===== config.mk =====
export PLATFORM = sky130hd
export DESIGN_NAME = soc_periph_top
export DESIGN_NICKNAME = d
export VERILOG_FILES = /design/src/hw/soc_event_pkg.sv /design/src/hw/soc_periph_pkg.sv /design/src/hw/apb_gpio.sv /design/src/hw/apb_periph_decoder.sv /design/src/hw/apb_ref_timer.sv /design/src/hw/soc_event_generator.sv /design/src/hw/soc_periph_top.sv
export SDC_FILE = /design/constraint.sdc
export NUM_CORES = 1
export LEC_CHECK = 0
export ABC_CLOCK_PERIOD_IN_PS = 4800
export BUFFER_PORTS_ARGS = -buffer_cell sky130_fd_sc_hd__buf_2
export CAP_MARGIN = 5
export CELL_PAD_IN_SITES_DETAIL_PLACEMENT = 1
export CELL_PAD_IN_SITES_GLOBAL_PLACEMENT = 1
export CORE_MARGIN = 5
export CORE_UTILIZATION = 45
export CTS_CLUSTER_DIAMETER = 50
export DETAILED_ROUTE_END_ITERATION = 6
export PLACE_DENSITY_LB_ADDON = 0.1
export SLEW_MARGIN = 30
export SYNTH_ARGS = -nofsm -noshare
export SYNTH_HDL_FRONTEND = slang
export SYNTH_HIERARCHICAL = 1
export SYNTH_SLANG_ARGS = --single-unit

===== constraint.sdc =====
create_clock -name clk_i -period 4.8 [get_ports clk_i]
set_input_delay 0.72 -clock clk_i [delete_from_list [all_inputs] [get_ports clk_i]]
set_output_delay 0.72 -clock clk_i [all_outputs]
set_load 0.05 [all_outputs]

===== src/hw/soc_event_pkg.sv =====
// event ids and fc event positions. ids must stay below N_EVENTS, fifo depth must be a power of two
package soc_event_pkg;

  localparam int N_EVENTS = 11;

  // event ids, gpio pins take 0 to 7
  localparam int EVT_GPIO_BASE = 0;
  localparam int EVT_TIMER     = 8;    // compare match
  localparam int EVT_REF_RISE  = 9;
  localparam int EVT_REF_FALL  = 10;

  localparam int EVNT_WIDTH     = 8;   // id width on the cluster port
  localparam int EVT_FIFO_DEPTH = 4;

  typedef logic [N_EVENTS-1:0]   event_vec_t;
  typedef logic [EVNT_WIDTH-1:0] event_id_t;

  // bit positions in fc_events_o
  localparam int FC_POS_MTIME    = 7;
  localparam int FC_POS_FIFO     = 11;  // id fifo not empty
  localparam int FC_POS_TIMER_LO = 16;
  localparam int FC_POS_REF_RISE = 18;
  localparam int FC_POS_REF_FALL = 19;
  localparam int FC_POS_ERR      = 31;  // lost event

endpackage


===== src/hw/soc_periph_pkg.sv =====
// bus definitions for the peripheral subsystem. APB3 with no wait states, 4 kB window, 256 B per slot
package soc_periph_pkg;

  //////////////////////////////////////////////////
  // apb widths and transfer structs
  //////////////////////////////////////////////////
  localparam int APB_ADDR_WIDTH = 32;
  localparam int APB_DATA_WIDTH = 32;
  localparam int N_GPIO         = 8;   // pins on the gpio block

  typedef struct packed {
    logic [APB_ADDR_WIDTH-1:0] paddr;
    logic [APB_DATA_WIDTH-1:0] pwdata;
    logic                      pwrite;
    logic                      psel;
    logic                      penable;
  } apb_req_t;

  typedef struct packed {
    logic [APB_DATA_WIDTH-1:0] prdata;
    logic                      pready;
    logic                      pslverr;
  } apb_rsp_t;

  // paddr[11:8] picks the peripheral
  localparam logic [3:0] SLOT_GPIO  = 4'd0;
  localparam logic [3:0] SLOT_TIMER = 4'd1;
  localparam logic [3:0] SLOT_EVENT = 4'd2;

  // register offsets, paddr[7:0]
  localparam logic [7:0] GPIO_DIR_OFS    = 8'h00;
  localparam logic [7:0] GPIO_OUT_OFS    = 8'h04;
  localparam logic [7:0] GPIO_IN_OFS     = 8'h08;   // read only
  localparam logic [7:0] GPIO_IRQ_EN_OFS = 8'h0C;
  localparam logic [7:0] TIMER_CTRL_OFS  = 8'h00;   // bit 0 enable
  localparam logic [7:0] TIMER_COUNT_OFS = 8'h04;
  localparam logic [7:0] TIMER_CMP_OFS   = 8'h08;
  localparam logic [7:0] EVT_MASK_OFS    = 8'h00;
  localparam logic [7:0] EVT_LOST_OFS    = 8'h04;   // write one to clear

  typedef logic [N_GPIO-1:0] gpio_vec_t;

endpackage


===== src/hw/apb_gpio.sv =====
// gpio slave with 2-flop input sync; pins must be stable for 2 clk_i cycles to be seen
`timescale 1ns/1ps

module apb_gpio (
  input  logic                      clk_i,
  input  logic                      arst_n_i,
  input  soc_periph_pkg::apb_req_t  apb_req_i,
  output soc_periph_pkg::apb_rsp_t  apb_rsp_o,
  input  soc_periph_pkg::gpio_vec_t gpio_in_i,
  output soc_periph_pkg::gpio_vec_t gpio_out_o,
  output soc_periph_pkg::gpio_vec_t gpio_oe_o,
  output soc_periph_pkg::gpio_vec_t gpio_evt_o
);

  logic                      wr_en;      // access phase write
  logic [7:0]                reg_ofs;
  soc_periph_pkg::gpio_vec_t wdata;
  soc_periph_pkg::gpio_vec_t dir_q;      // 1 = output
  soc_periph_pkg::gpio_vec_t out_q;
  soc_periph_pkg::gpio_vec_t irq_en_q;
  soc_periph_pkg::gpio_vec_t sync1_q;    // first sync stage
  soc_periph_pkg::gpio_vec_t sync2_q;    // value seen by IN
  soc_periph_pkg::gpio_vec_t prev_q;     // sync2 one cycle back
  soc_periph_pkg::gpio_vec_t evt_q;

  assign wr_en   = apb_req_i.psel & apb_req_i.penable & apb_req_i.pwrite;
  assign reg_ofs = apb_req_i.paddr[7:0];
  assign wdata   = apb_req_i.pwdata[soc_periph_pkg::N_GPIO-1:0];

  always_ff @(posedge clk_i or negedge arst_n_i) begin
    if (!arst_n_i) begin
      dir_q    <= '0;
      out_q    <= '0;
      irq_en_q <= '0;
      sync1_q  <= '0;
      sync2_q  <= '0;
      prev_q   <= '0;
      evt_q    <= '0;
    end else begin
      sync1_q <= gpio_in_i;
      sync2_q <= sync1_q;
      prev_q  <= sync2_q;
      evt_q   <= sync2_q & ~prev_q & irq_en_q;   // rising edge, enabled pins only
      if (wr_en) begin
        case (reg_ofs)
          soc_periph_pkg::GPIO_DIR_OFS:    dir_q    <= wdata;
          soc_periph_pkg::GPIO_OUT_OFS:    out_q    <= wdata;
          soc_periph_pkg::GPIO_IRQ_EN_OFS: irq_en_q <= wdata;
          default: ;   // IN and holes ignore writes
        endcase
      end
    end
  end

  // read mux, no wait states
  always_comb begin
    apb_rsp_o        = '0;
    apb_rsp_o.pready = 1'b1;
    case (reg_ofs)
      soc_periph_pkg::GPIO_DIR_OFS:    apb_rsp_o.prdata[soc_periph_pkg::N_GPIO-1:0] = dir_q;
      soc_periph_pkg::GPIO_OUT_OFS:    apb_rsp_o.prdata[soc_periph_pkg::N_GPIO-1:0] = out_q;
      soc_periph_pkg::GPIO_IN_OFS:     apb_rsp_o.prdata[soc_periph_pkg::N_GPIO-1:0] = sync2_q;
      soc_periph_pkg::GPIO_IRQ_EN_OFS: apb_rsp_o.prdata[soc_periph_pkg::N_GPIO-1:0] = irq_en_q;
      default: ;   // holes read zero
    endcase
  end

  assign gpio_oe_o  = dir_q;
  assign gpio_out_o = out_q;
  assign gpio_evt_o = evt_q;

endmodule


===== src/hw/apb_periph_decoder.sv =====
// combinational slot decode on paddr[11:8]; upper address bits are ignored so the map aliases
`timescale 1ns/1ps

module apb_periph_decoder (
  input  soc_periph_pkg::apb_req_t apb_req_i,
  output soc_periph_pkg::apb_rsp_t apb_rsp_o,
  output soc_periph_pkg::apb_req_t gpio_req_o,
  output soc_periph_pkg::apb_req_t timer_req_o,
  output soc_periph_pkg::apb_req_t event_req_o,
  input  soc_periph_pkg::apb_rsp_t gpio_rsp_i,
  input  soc_periph_pkg::apb_rsp_t timer_rsp_i,
  input  soc_periph_pkg::apb_rsp_t event_rsp_i
);

  logic [3:0] slot;   // peripheral select field

  assign slot = apb_req_i.paddr[11:8];

  // request side
  // every slave sees addr/data/penable, only one sees psel
  always_comb begin
    gpio_req_o       = apb_req_i;
    timer_req_o      = apb_req_i;
    event_req_o      = apb_req_i;
    gpio_req_o.psel  = apb_req_i.psel & (slot == soc_periph_pkg::SLOT_GPIO);
    timer_req_o.psel = apb_req_i.psel & (slot == soc_periph_pkg::SLOT_TIMER);
    event_req_o.psel = apb_req_i.psel & (slot == soc_periph_pkg::SLOT_EVENT);
  end

  // response side
  always_comb begin
    case (slot)
      soc_periph_pkg::SLOT_GPIO: begin
        apb_rsp_o = gpio_rsp_i;
      end
      soc_periph_pkg::SLOT_TIMER: begin
        apb_rsp_o = timer_rsp_i;
      end
      soc_periph_pkg::SLOT_EVENT: begin
        apb_rsp_o = event_rsp_i;
      end
      default: begin
        // unmapped slot answers at once with an error
        apb_rsp_o.prdata  = '0;
        apb_rsp_o.pready  = 1'b1;
        apb_rsp_o.pslverr = 1'b1;
      end
    endcase
  end

endmodule


===== src/hw/apb_ref_timer.sv =====
// counts ref_clk_i rising edges; ref_clk_i must be slower than clk_i/4 for every edge to be seen
`timescale 1ns/1ps

module apb_ref_timer (
  input  logic                     clk_i,
  input  logic                     arst_n_i,
  input  soc_periph_pkg::apb_req_t apb_req_i,
  output soc_periph_pkg::apb_rsp_t apb_rsp_o,
  input  logic                     ref_clk_i,
  input  logic                     stoptimer_i,
  output logic                     timer_evt_o,
  output logic                     ref_rise_o,
  output logic                     ref_fall_o
);

  logic                                      wr_en;
  logic [7:0]                                reg_ofs;
  logic [2:0]                                ref_sync_q;   // 2 sync stages + delayed copy
  logic                                      rise_q;
  logic                                      fall_q;
  logic                                      enable_q;     // CTRL bit 0
  logic [soc_periph_pkg::APB_DATA_WIDTH-1:0] count_q;
  logic [soc_periph_pkg::APB_DATA_WIDTH-1:0] cmp_q;
  logic                                      tick;         // counted edge
  logic                                      match_q;

  assign wr_en   = apb_req_i.psel & apb_req_i.penable & apb_req_i.pwrite;
  assign reg_ofs = apb_req_i.paddr[7:0];
  assign tick    = rise_q & enable_q & ~stoptimer_i;

  always_ff @(posedge clk_i or negedge arst_n_i) begin
    if (!arst_n_i) begin
      ref_sync_q <= '0;
      rise_q     <= 1'b0;
      fall_q     <= 1'b0;
      enable_q   <= 1'b0;
      count_q    <= '0;
      cmp_q      <= '1;     // all ones, never matches early
      match_q    <= 1'b0;
    end else begin
      ref_sync_q <= {ref_sync_q[1:0], ref_clk_i};
      rise_q     <= ref_sync_q[1] & ~ref_sync_q[2];
      fall_q     <= ~ref_sync_q[1] & ref_sync_q[2];
      match_q    <= tick & (count_q == cmp_q);
      // bus write wins over the count update
      if (wr_en && reg_ofs == soc_periph_pkg::TIMER_COUNT_OFS) begin
        count_q <= apb_req_i.pwdata;
      end else if (tick) begin
        count_q <= (count_q == cmp_q) ? '0 : count_q + 1'b1;   // wrap at compare
      end
      if (wr_en && reg_ofs == soc_periph_pkg::TIMER_CTRL_OFS) begin
        enable_q <= apb_req_i.pwdata[0];
      end
      if (wr_en && reg_ofs == soc_periph_pkg::TIMER_CMP_OFS) begin
        cmp_q <= apb_req_i.pwdata;
      end
    end
  end

  always_comb begin
    apb_rsp_o        = '0;
    apb_rsp_o.pready = 1'b1;
    case (reg_ofs)
      soc_periph_pkg::TIMER_CTRL_OFS:  apb_rsp_o.prdata[0] = enable_q;
      soc_periph_pkg::TIMER_COUNT_OFS: apb_rsp_o.prdata    = count_q;
      soc_periph_pkg::TIMER_CMP_OFS:   apb_rsp_o.prdata    = cmp_q;
      default: ;
    endcase
  end

  assign timer_evt_o = match_q;
  assign ref_rise_o  = rise_q;
  assign ref_fall_o  = fall_q;

endmodule


===== src/hw/soc_event_generator.sv =====
// one id pushed per cycle with the lowest id first; a pulse on a still pending event is lost
`timescale 1ns/1ps

module soc_event_generator (
  input  logic                      clk_i,
  input  logic                      arst_n_i,
  input  soc_periph_pkg::apb_req_t  apb_req_i,
  output soc_periph_pkg::apb_rsp_t  apb_rsp_o,
  input  soc_event_pkg::event_vec_t events_i,
  output soc_event_pkg::event_id_t  cl_event_data_o,
  output logic                      cl_event_valid_o,
  input  logic                      cl_event_ready_i,
  output logic                      err_evt_o
);

  typedef logic [$clog2(soc_event_pkg::EVT_FIFO_DEPTH)-1:0]   ptr_t;
  typedef logic [$clog2(soc_event_pkg::EVT_FIFO_DEPTH+1)-1:0] cnt_t;

  logic                      wr_en;
  logic [7:0]                reg_ofs;
  soc_event_pkg::event_vec_t wdata;
  soc_event_pkg::event_vec_t mask_q;
  soc_event_pkg::event_vec_t pending_q;
  soc_event_pkg::event_vec_t lost_q;       // sticky
  soc_event_pkg::event_vec_t masked_evt;
  soc_event_pkg::event_vec_t push_clr;     // one-hot of the pushed id
  soc_event_pkg::event_vec_t lost_now;
  soc_event_pkg::event_id_t  push_id;
  soc_event_pkg::event_id_t  fifo_mem [soc_event_pkg::EVT_FIFO_DEPTH];
  ptr_t                      wr_ptr_q;
  ptr_t                      rd_ptr_q;
  cnt_t                      fill_q;
  logic                      fifo_full;
  logic                      push;
  logic                      pop;
  logic                      err_q;

  assign wr_en      = apb_req_i.psel & apb_req_i.penable & apb_req_i.pwrite;
  assign reg_ofs    = apb_req_i.paddr[7:0];
  assign wdata      = apb_req_i.pwdata[soc_event_pkg::N_EVENTS-1:0];
  assign masked_evt = events_i & mask_q;

  //////////////////////////////////////////////////
  // pending latch and priority pick
  //////////////////////////////////////////////////
  assign fifo_full = (fill_q == cnt_t'(soc_event_pkg::EVT_FIFO_DEPTH));
  assign push      = (|pending_q) & ~fifo_full;
  assign pop       = cl_event_valid_o & cl_event_ready_i;

  always_comb begin
    push_id = '0;
    // scan down so the lowest set bit is kept
    for (int i = soc_event_pkg::N_EVENTS - 1; i >= 0; i--) begin
      if (pending_q[i]) push_id = soc_event_pkg::event_id_t'(i);
    end
    push_clr = push ? (soc_event_pkg::event_vec_t'(1) << push_id) : '0;
  end

  // a pulse landing in the push cycle re-arms the bit and is kept
  assign lost_now = masked_evt & pending_q & ~push_clr;

  always_ff @(posedge clk_i or negedge arst_n_i) begin
    if (!arst_n_i) begin
      mask_q    <= '0;
      pending_q <= '0;
      lost_q    <= '0;
      err_q     <= 1'b0;
    end else begin
      pending_q <= (pending_q & ~push_clr) | masked_evt;
      err_q     <= |lost_now;
      if (wr_en && reg_ofs == soc_periph_pkg::EVT_MASK_OFS) begin
        mask_q <= wdata;
      end
      if (wr_en && reg_ofs == soc_periph_pkg::EVT_LOST_OFS) begin
        lost_q <= (lost_q & ~wdata) | lost_now;   // new losses win over the clear
      end else begin
        lost_q <= lost_q | lost_now;
      end
    end
  end

  //////////////////////////////////////////////////
  // id fifo
  //////////////////////////////////////////////////
  always_ff @(posedge clk_i or negedge arst_n_i) begin
    if (!arst_n_i) begin
      wr_ptr_q <= '0;
      rd_ptr_q <= '0;
      fill_q   <= '0;
    end else begin
      if (push) wr_ptr_q <= wr_ptr_q + 1'b1;   // wraps, depth is a power of two
      if (pop)  rd_ptr_q <= rd_ptr_q + 1'b1;
      fill_q <= fill_q + cnt_t'(push) - cnt_t'(pop);
    end
  end

  always_ff @(posedge clk_i) begin
    if (push) fifo_mem[wr_ptr_q] <= push_id;
  end

  assign cl_event_valid_o = (fill_q != '0);
  assign cl_event_data_o  = fifo_mem[rd_ptr_q];   // head, stable until popped
  assign err_evt_o        = err_q;

  always_comb begin
    apb_rsp_o        = '0;
    apb_rsp_o.pready = 1'b1;
    case (reg_ofs)
      soc_periph_pkg::EVT_MASK_OFS: apb_rsp_o.prdata[soc_event_pkg::N_EVENTS-1:0] = mask_q;
      soc_periph_pkg::EVT_LOST_OFS: apb_rsp_o.prdata[soc_event_pkg::N_EVENTS-1:0] = lost_q;
      default: ;
    endcase
  end

endmodule


===== src/hw/soc_periph_top.sv =====
// peripheral subsystem top; single clock domain, ref_clk_i is sampled and not used as a clock
`timescale 1ns/1ps

module soc_periph_top (
  input  logic                      clk_i,
  input  logic                      arst_n_i,
  input  logic                      ref_clk_i,
  input  logic                      stoptimer_i,
  input  soc_periph_pkg::apb_req_t  apb_req_i,
  output soc_periph_pkg::apb_rsp_t  apb_rsp_o,
  input  soc_periph_pkg::gpio_vec_t gpio_in_i,
  output soc_periph_pkg::gpio_vec_t gpio_out_o,
  output soc_periph_pkg::gpio_vec_t gpio_oe_o,
  output logic [31:0]               fc_events_o,
  output soc_event_pkg::event_id_t  cl_event_data_o,
  output logic                      cl_event_valid_o,
  input  logic                      cl_event_ready_i
);

  soc_periph_pkg::apb_req_t  gpio_req;
  soc_periph_pkg::apb_req_t  timer_req;
  soc_periph_pkg::apb_req_t  event_req;
  soc_periph_pkg::apb_rsp_t  gpio_rsp;
  soc_periph_pkg::apb_rsp_t  timer_rsp;
  soc_periph_pkg::apb_rsp_t  event_rsp;
  soc_periph_pkg::gpio_vec_t gpio_evt;
  soc_event_pkg::event_vec_t events;
  logic                      timer_evt;
  logic                      ref_rise;
  logic                      ref_fall;
  logic                      err_evt;
  logic                      evt_valid;

  apb_periph_decoder i_decoder (
    .apb_req_i   (apb_req_i),
    .apb_rsp_o   (apb_rsp_o),
    .gpio_req_o  (gpio_req),
    .timer_req_o (timer_req),
    .event_req_o (event_req),
    .gpio_rsp_i  (gpio_rsp),
    .timer_rsp_i (timer_rsp),
    .event_rsp_i (event_rsp)
  );

  apb_gpio i_gpio (
    .clk_i      (clk_i),
    .arst_n_i   (arst_n_i),
    .apb_req_i  (gpio_req),
    .apb_rsp_o  (gpio_rsp),
    .gpio_in_i  (gpio_in_i),
    .gpio_out_o (gpio_out_o),
    .gpio_oe_o  (gpio_oe_o),
    .gpio_evt_o (gpio_evt)
  );

  apb_ref_timer i_timer (
    .clk_i       (clk_i),
    .arst_n_i    (arst_n_i),
    .apb_req_i   (timer_req),
    .apb_rsp_o   (timer_rsp),
    .ref_clk_i   (ref_clk_i),
    .stoptimer_i (stoptimer_i),
    .timer_evt_o (timer_evt),
    .ref_rise_o  (ref_rise),
    .ref_fall_o  (ref_fall)
  );

  //////////////////////////////////////////////////
  // event routing
  //////////////////////////////////////////////////
  always_comb begin
    events = '0;
    events[soc_event_pkg::EVT_GPIO_BASE +: soc_periph_pkg::N_GPIO] = gpio_evt;   // ids 0..7
    events[soc_event_pkg::EVT_TIMER]    = timer_evt;
    events[soc_event_pkg::EVT_REF_RISE] = ref_rise;
    events[soc_event_pkg::EVT_REF_FALL] = ref_fall;
  end

  soc_event_generator i_event_gen (
    .clk_i            (clk_i),
    .arst_n_i         (arst_n_i),
    .apb_req_i        (event_req),
    .apb_rsp_o        (event_rsp),
    .events_i         (events),
    .cl_event_data_o  (cl_event_data_o),
    .cl_event_valid_o (evt_valid),
    .cl_event_ready_i (cl_event_ready_i),
    .err_evt_o        (err_evt)
  );

  assign cl_event_valid_o = evt_valid;

  // fabric controller vector, unused positions tied low
  always_comb begin
    fc_events_o = '0;
    fc_events_o[soc_event_pkg::FC_POS_MTIME]    = timer_evt;   // mtime irq
    fc_events_o[soc_event_pkg::FC_POS_FIFO]     = evt_valid;
    fc_events_o[soc_event_pkg::FC_POS_TIMER_LO] = timer_evt;
    fc_events_o[soc_event_pkg::FC_POS_REF_RISE] = ref_rise;
    fc_events_o[soc_event_pkg::FC_POS_REF_FALL] = ref_fall;
    fc_events_o[soc_event_pkg::FC_POS_ERR]      = err_evt;     // lost event
  end

endmodule


## After elaboration in Yosys (flattened, before gate mapping)

Memories as Yosys holds them, arrays and structs flattened.
Cells that the tools add are included.

| operators by class | value |
|---|---|
| $add $sub $neg | 5 |
| bitwise operators | 33 |
| shift-type cells | 1 |
| eq/ne operators | 7 |
| mux-type cells | 23 |
| reductions and logical operators | 14 |

Operator list:

| kind | count |
|---|---|
| 34-bit case mux with 3 select lines | 1 |
| 32-bit 2-to-1 mux | 3 |
| 8-bit 2-to-1 mux | 10 |
| 31-bit case mux with 2 select lines | 1 |
| 11-bit AND | 5 |
| 11-bit OR | 3 |
| 32-bit by 1-bit adder with 32-bit output, second input constant | 1 |
| 32-bit == test | 1 |
| 8-bit case mux with 4 select lines | 1 |
| 11-bit 2-to-1 mux | 2 |
| 11-bit NOT | 2 |
| 11-bit case mux with 2 select lines | 1 |
| 11-bit OR reduction | 2 |
| 1-bit AND | 16 |
| 8-bit AND | 2 |
| 8-bit by 4-bit == test with 1-bit output, second input constant | 2 |
| 1-bit by 8-bit << shifter with 11-bit output, first input constant | 1 |
| 8-bit by 3-bit == test with 1-bit output, second input constant | 1 |
| 8-bit zero test | 1 |
| 8-bit NOT | 1 |
| 2-bit AND reduction | 3 |
| 1-bit logical AND | 5 |
| 2-bit by 1-bit adder with 2-bit output, second input constant | 2 |
| 4-bit by 1-bit == test with 1-bit output, second input constant | 1 |
| other kinds (11) | 15 |

| storage, ports and cells | value |
|---|---|
| memories kept | 1 |
| input bits | 80 |
| logic and storage cells | 105 |
| RAM bits | 32 |
| register bits | 168 |

Memory list:

| name | depth | width | rd ports | clocked after Yosys merged registers in | wr ports | RTL line | source |
|---|---|---|---|---|---|---|---|
| i_event_gen.fifo_mem | 4 | 8 | 1 | 0 | 1 | soc_event_generator.sv:29 | `soc_event_pkg::event_id_t fifo_mem [soc_event_pkg::EVT_FIFO_DEPTH];` |

## Logic depth before layout (Yosys ltp)

| depth | value |
|---|---|
| word-level depth | 17 |
| gate-level depth with buffers | 11 |
| depth with buffers taken out | 10 |

## Hierarchy

The synthesis kept the hierarchy.

Modules (own cells, without submodules):

| module | instances | area an instance (µm²) | cells an instance | seq. area each (µm²) |
|---|---|---|---|---|
| apb_ref_timer | 1 | 4,306.6 | 451 | 1,816.7 |
| soc_event_generator | 1 | 2,977.9 | 272 | 1,506.4 |
| apb_periph_decoder | 1 | 2,387.3 | 285 | 0.0 |
| apb_gpio | 1 | 2,319.7 | 154 | 1,401.3 |
| soc_periph_top | 1 | 244.0 | 33 | 0.0 |

## Worst setup path after synthesis

OpenSTA, ideal clock, no wires.

| timing | value |
|---|---|
| kind | input port to output port |
| start point | input port apb_req_i[40] (netlist bit) |
| end point | output port apb_rsp_o[10] (netlist bit) |
| stages on the path | 7 |
| path slack | 1.598 ns |
| buffers on the path | 2 |
| arrival time | 2.482 ns |
| cell sequence | buf_4 > nor4_1 > nand2_1 > nor3_1 > clkbuf_1 > a22o_1 > o2bb2ai_1 |

RTL lines:

| element | RTL line | source |
|---|---|---|
| start: declaration | soc_periph_top.sv:9 | `input soc_periph_pkg::apb_req_t apb_req_i,` |
| end: declaration | soc_periph_top.sv:10 | `output soc_periph_pkg::apb_rsp_t apb_rsp_o,` |

==> flow_summary.ini <==
[run_status]
status = complete, no violations

[floorplanning]
die_y_um = 169
io-pin-count = 171
die_w_um = 169
rows = 58
coreArea_um2 = 25000
die_area_um2 = 28500
start_util = 0.454

[route]
drtPass1Iterations = 5
highest_layer = met5
routedLengthMet1_um = 15500
drtIter0Drc = 486
wl_met3_um = 1590
ant_nets = 0
drc_errors = 0
wl_met2_um = 13100
viasPerCell = 5.50
routed_wl_um = 30500
vias = 7812
avgRoutedWirePerCell_um = 21.5

[global_route]
grt_pass1_wl_um = 47700
grt_pass1_vias = 7957
antenna_found_initial = 1
grt_max_degree = 101
grt-ovfl-total = 0
grt_util_all_layers = 0.217

[power]
p_per_area_nw_per_um2 = 299
leakage_nw = 5.60
clkPwrFrac = 0.417
ir_drop_uv = 180
power_switching_mw = 1.09
pwr-share-comb = 0.116
swShare = 0.306
p_int_mw = 2.46
seqPwrFrac = 0.467

[setup_path]
path_class = in -> out
cp.required_ps = 4080
startpoint_type = input port
critPathArrivalTime_ps = 2760
crit_path_end_kind = output pin
cp_max_fo = 32

[run]
maxCapViolCount = 0

[timing]
setup_tns_ps = 0
finalCriticalPeriod_ps = 3480
drv_slew = 0
clock_skew_ps = 16.2
relSlewSlack = 0.360
fin_ws_ps = 1320
worst_hold_slack_ps = 310
setup_viol = 0
fmax_ghz = 0.287
rsz0062_at_grt = no
finalCritPeriodShare = 0.725
tightest_slew_ps = 955
hold_viol_final = 0

[clock_tree]
cts_resized = 0
cts.sinks = 184
cts-root-buf = clkbuf_16
clk_pin_slew_ps = 80
cts_htree_levels = 4
numCtsBuffers = 17
clk_latency_ps = 440
post_cts_buffers = 0
tritoncts = built
holdBufCountCts = 0
clk_path_buf_depth = 2

[finish]
areaGrowthSynthToFinish_pct = 4.44
nFillCells = 2785
fin_cells = 1420
finalNetCount = 1165
register_area_um2 = 4720
num_antenna_cells = 0
drive_above_1_share = 0.279
multiInputGateArea_um2 = 5300

[logic_synthesis]
yosysWarnings = 6
avgSynthCellArea_um2 = 10.5
synth_cells = 1078
syn_area_um2 = 11400

[placement]
hpwl_um = 21700
place_congestion = 0.816
placed_cells = 1388
portBuffers = 119
place_ws_ps = 1320

[min_path]
hold_path.class = in -> async
-- sequential cells by signal, indices dropped and copies added, names as in the netlist, 11 cells and up --
register,count
i_timer/count_q,32
i_event_gen/lost_q,11
i_event_gen/mask_q,11
i_event_gen/fifo_mem,16
i_timer/cmp_q,32
i_event_gen/pending_q,11
-- worst max-delay path, stage by stage --
cell	delay, ps
buf_2	110
nor4_1	260
nand2_1	250
nor3b_4	220
buf_4	400
a22o_1	320
o2bb2ai_1	140
buf_2	290
-- per-stage QoR --
step	power, mW	instance area (µm²)	utilization
final	3.55	11900	0.474
after detailed placement	2.10	11200	0.448
after floorplan	2.07	11600	-
after global routing	3.71	11900	0.474
after CTS	3.59	11900	0.474
after global placement	2.09	11200	0.448
-- power groups by stage --
stage	logic [mW]	clock network [mW]	registers [mW]
2_1_floorplan	0.409	0	1.66
3_3_place_gp	0.404	0	1.69
3_5_place_dp	0.415	0	1.69
4_1_cts	0.416	1.52	1.66
5_1_grt	0.450	1.59	1.67
6_report	0.411	1.48	1.66
-- metal layers --
metal  vias to the layer above  track usage
met4                         2       0.0480
met2                       182        0.314
met1                      4002        0.338
met3                        25       0.0399
met5                         -            0
li1                       3601            -
-- worst paths after layout --
kind / slack [ps] / startpoint / end / cells past startpoint
max: 1320 / apb_req_i[40] / apb_rsp_o[13] / 8
min: 310 / arst_n_i / i_timer/count_q[20] / 1
max reg2reg: 1730 / i_timer/count_q[26] / i_timer/count_q[22] / 7
min reg2reg: 350 / i_gpio/sync1_q[6] / i_gpio/sync2_q[6] / 0
max in group asynchronous: 3370 / arst_n_i / i_timer/cmp_q[30] / 2
min in group clk_i: 350 / i_gpio/sync1_q[6] / i_gpio/sync2_q[6] / 0
-- cells in the final DEF, fill, tap and decap left out, types with 33 or more instances in the layout --
cell / instances
dfrtp_1: 136
buf_2: 118
conb_1: 81
nor2_1: 76
nand2_1: 59
mux2i_1: 46
mux2_2: 41
o21ai_0: 35
a22o_1: 34
xor2_1: 33
-- layout make-up --
class / count / area share
multi-input cells: 722 / 0.447
flip-flops and latches: 184 / 0.398
repair buffers: 133 / 0.0599
clock inverters: 15 / 0.0182
inverters: 19 / 0.00601
well taps: 330 / 0.0348
clock buffers: 17 / 0.0359
Power figures use the tool's default switching activity.
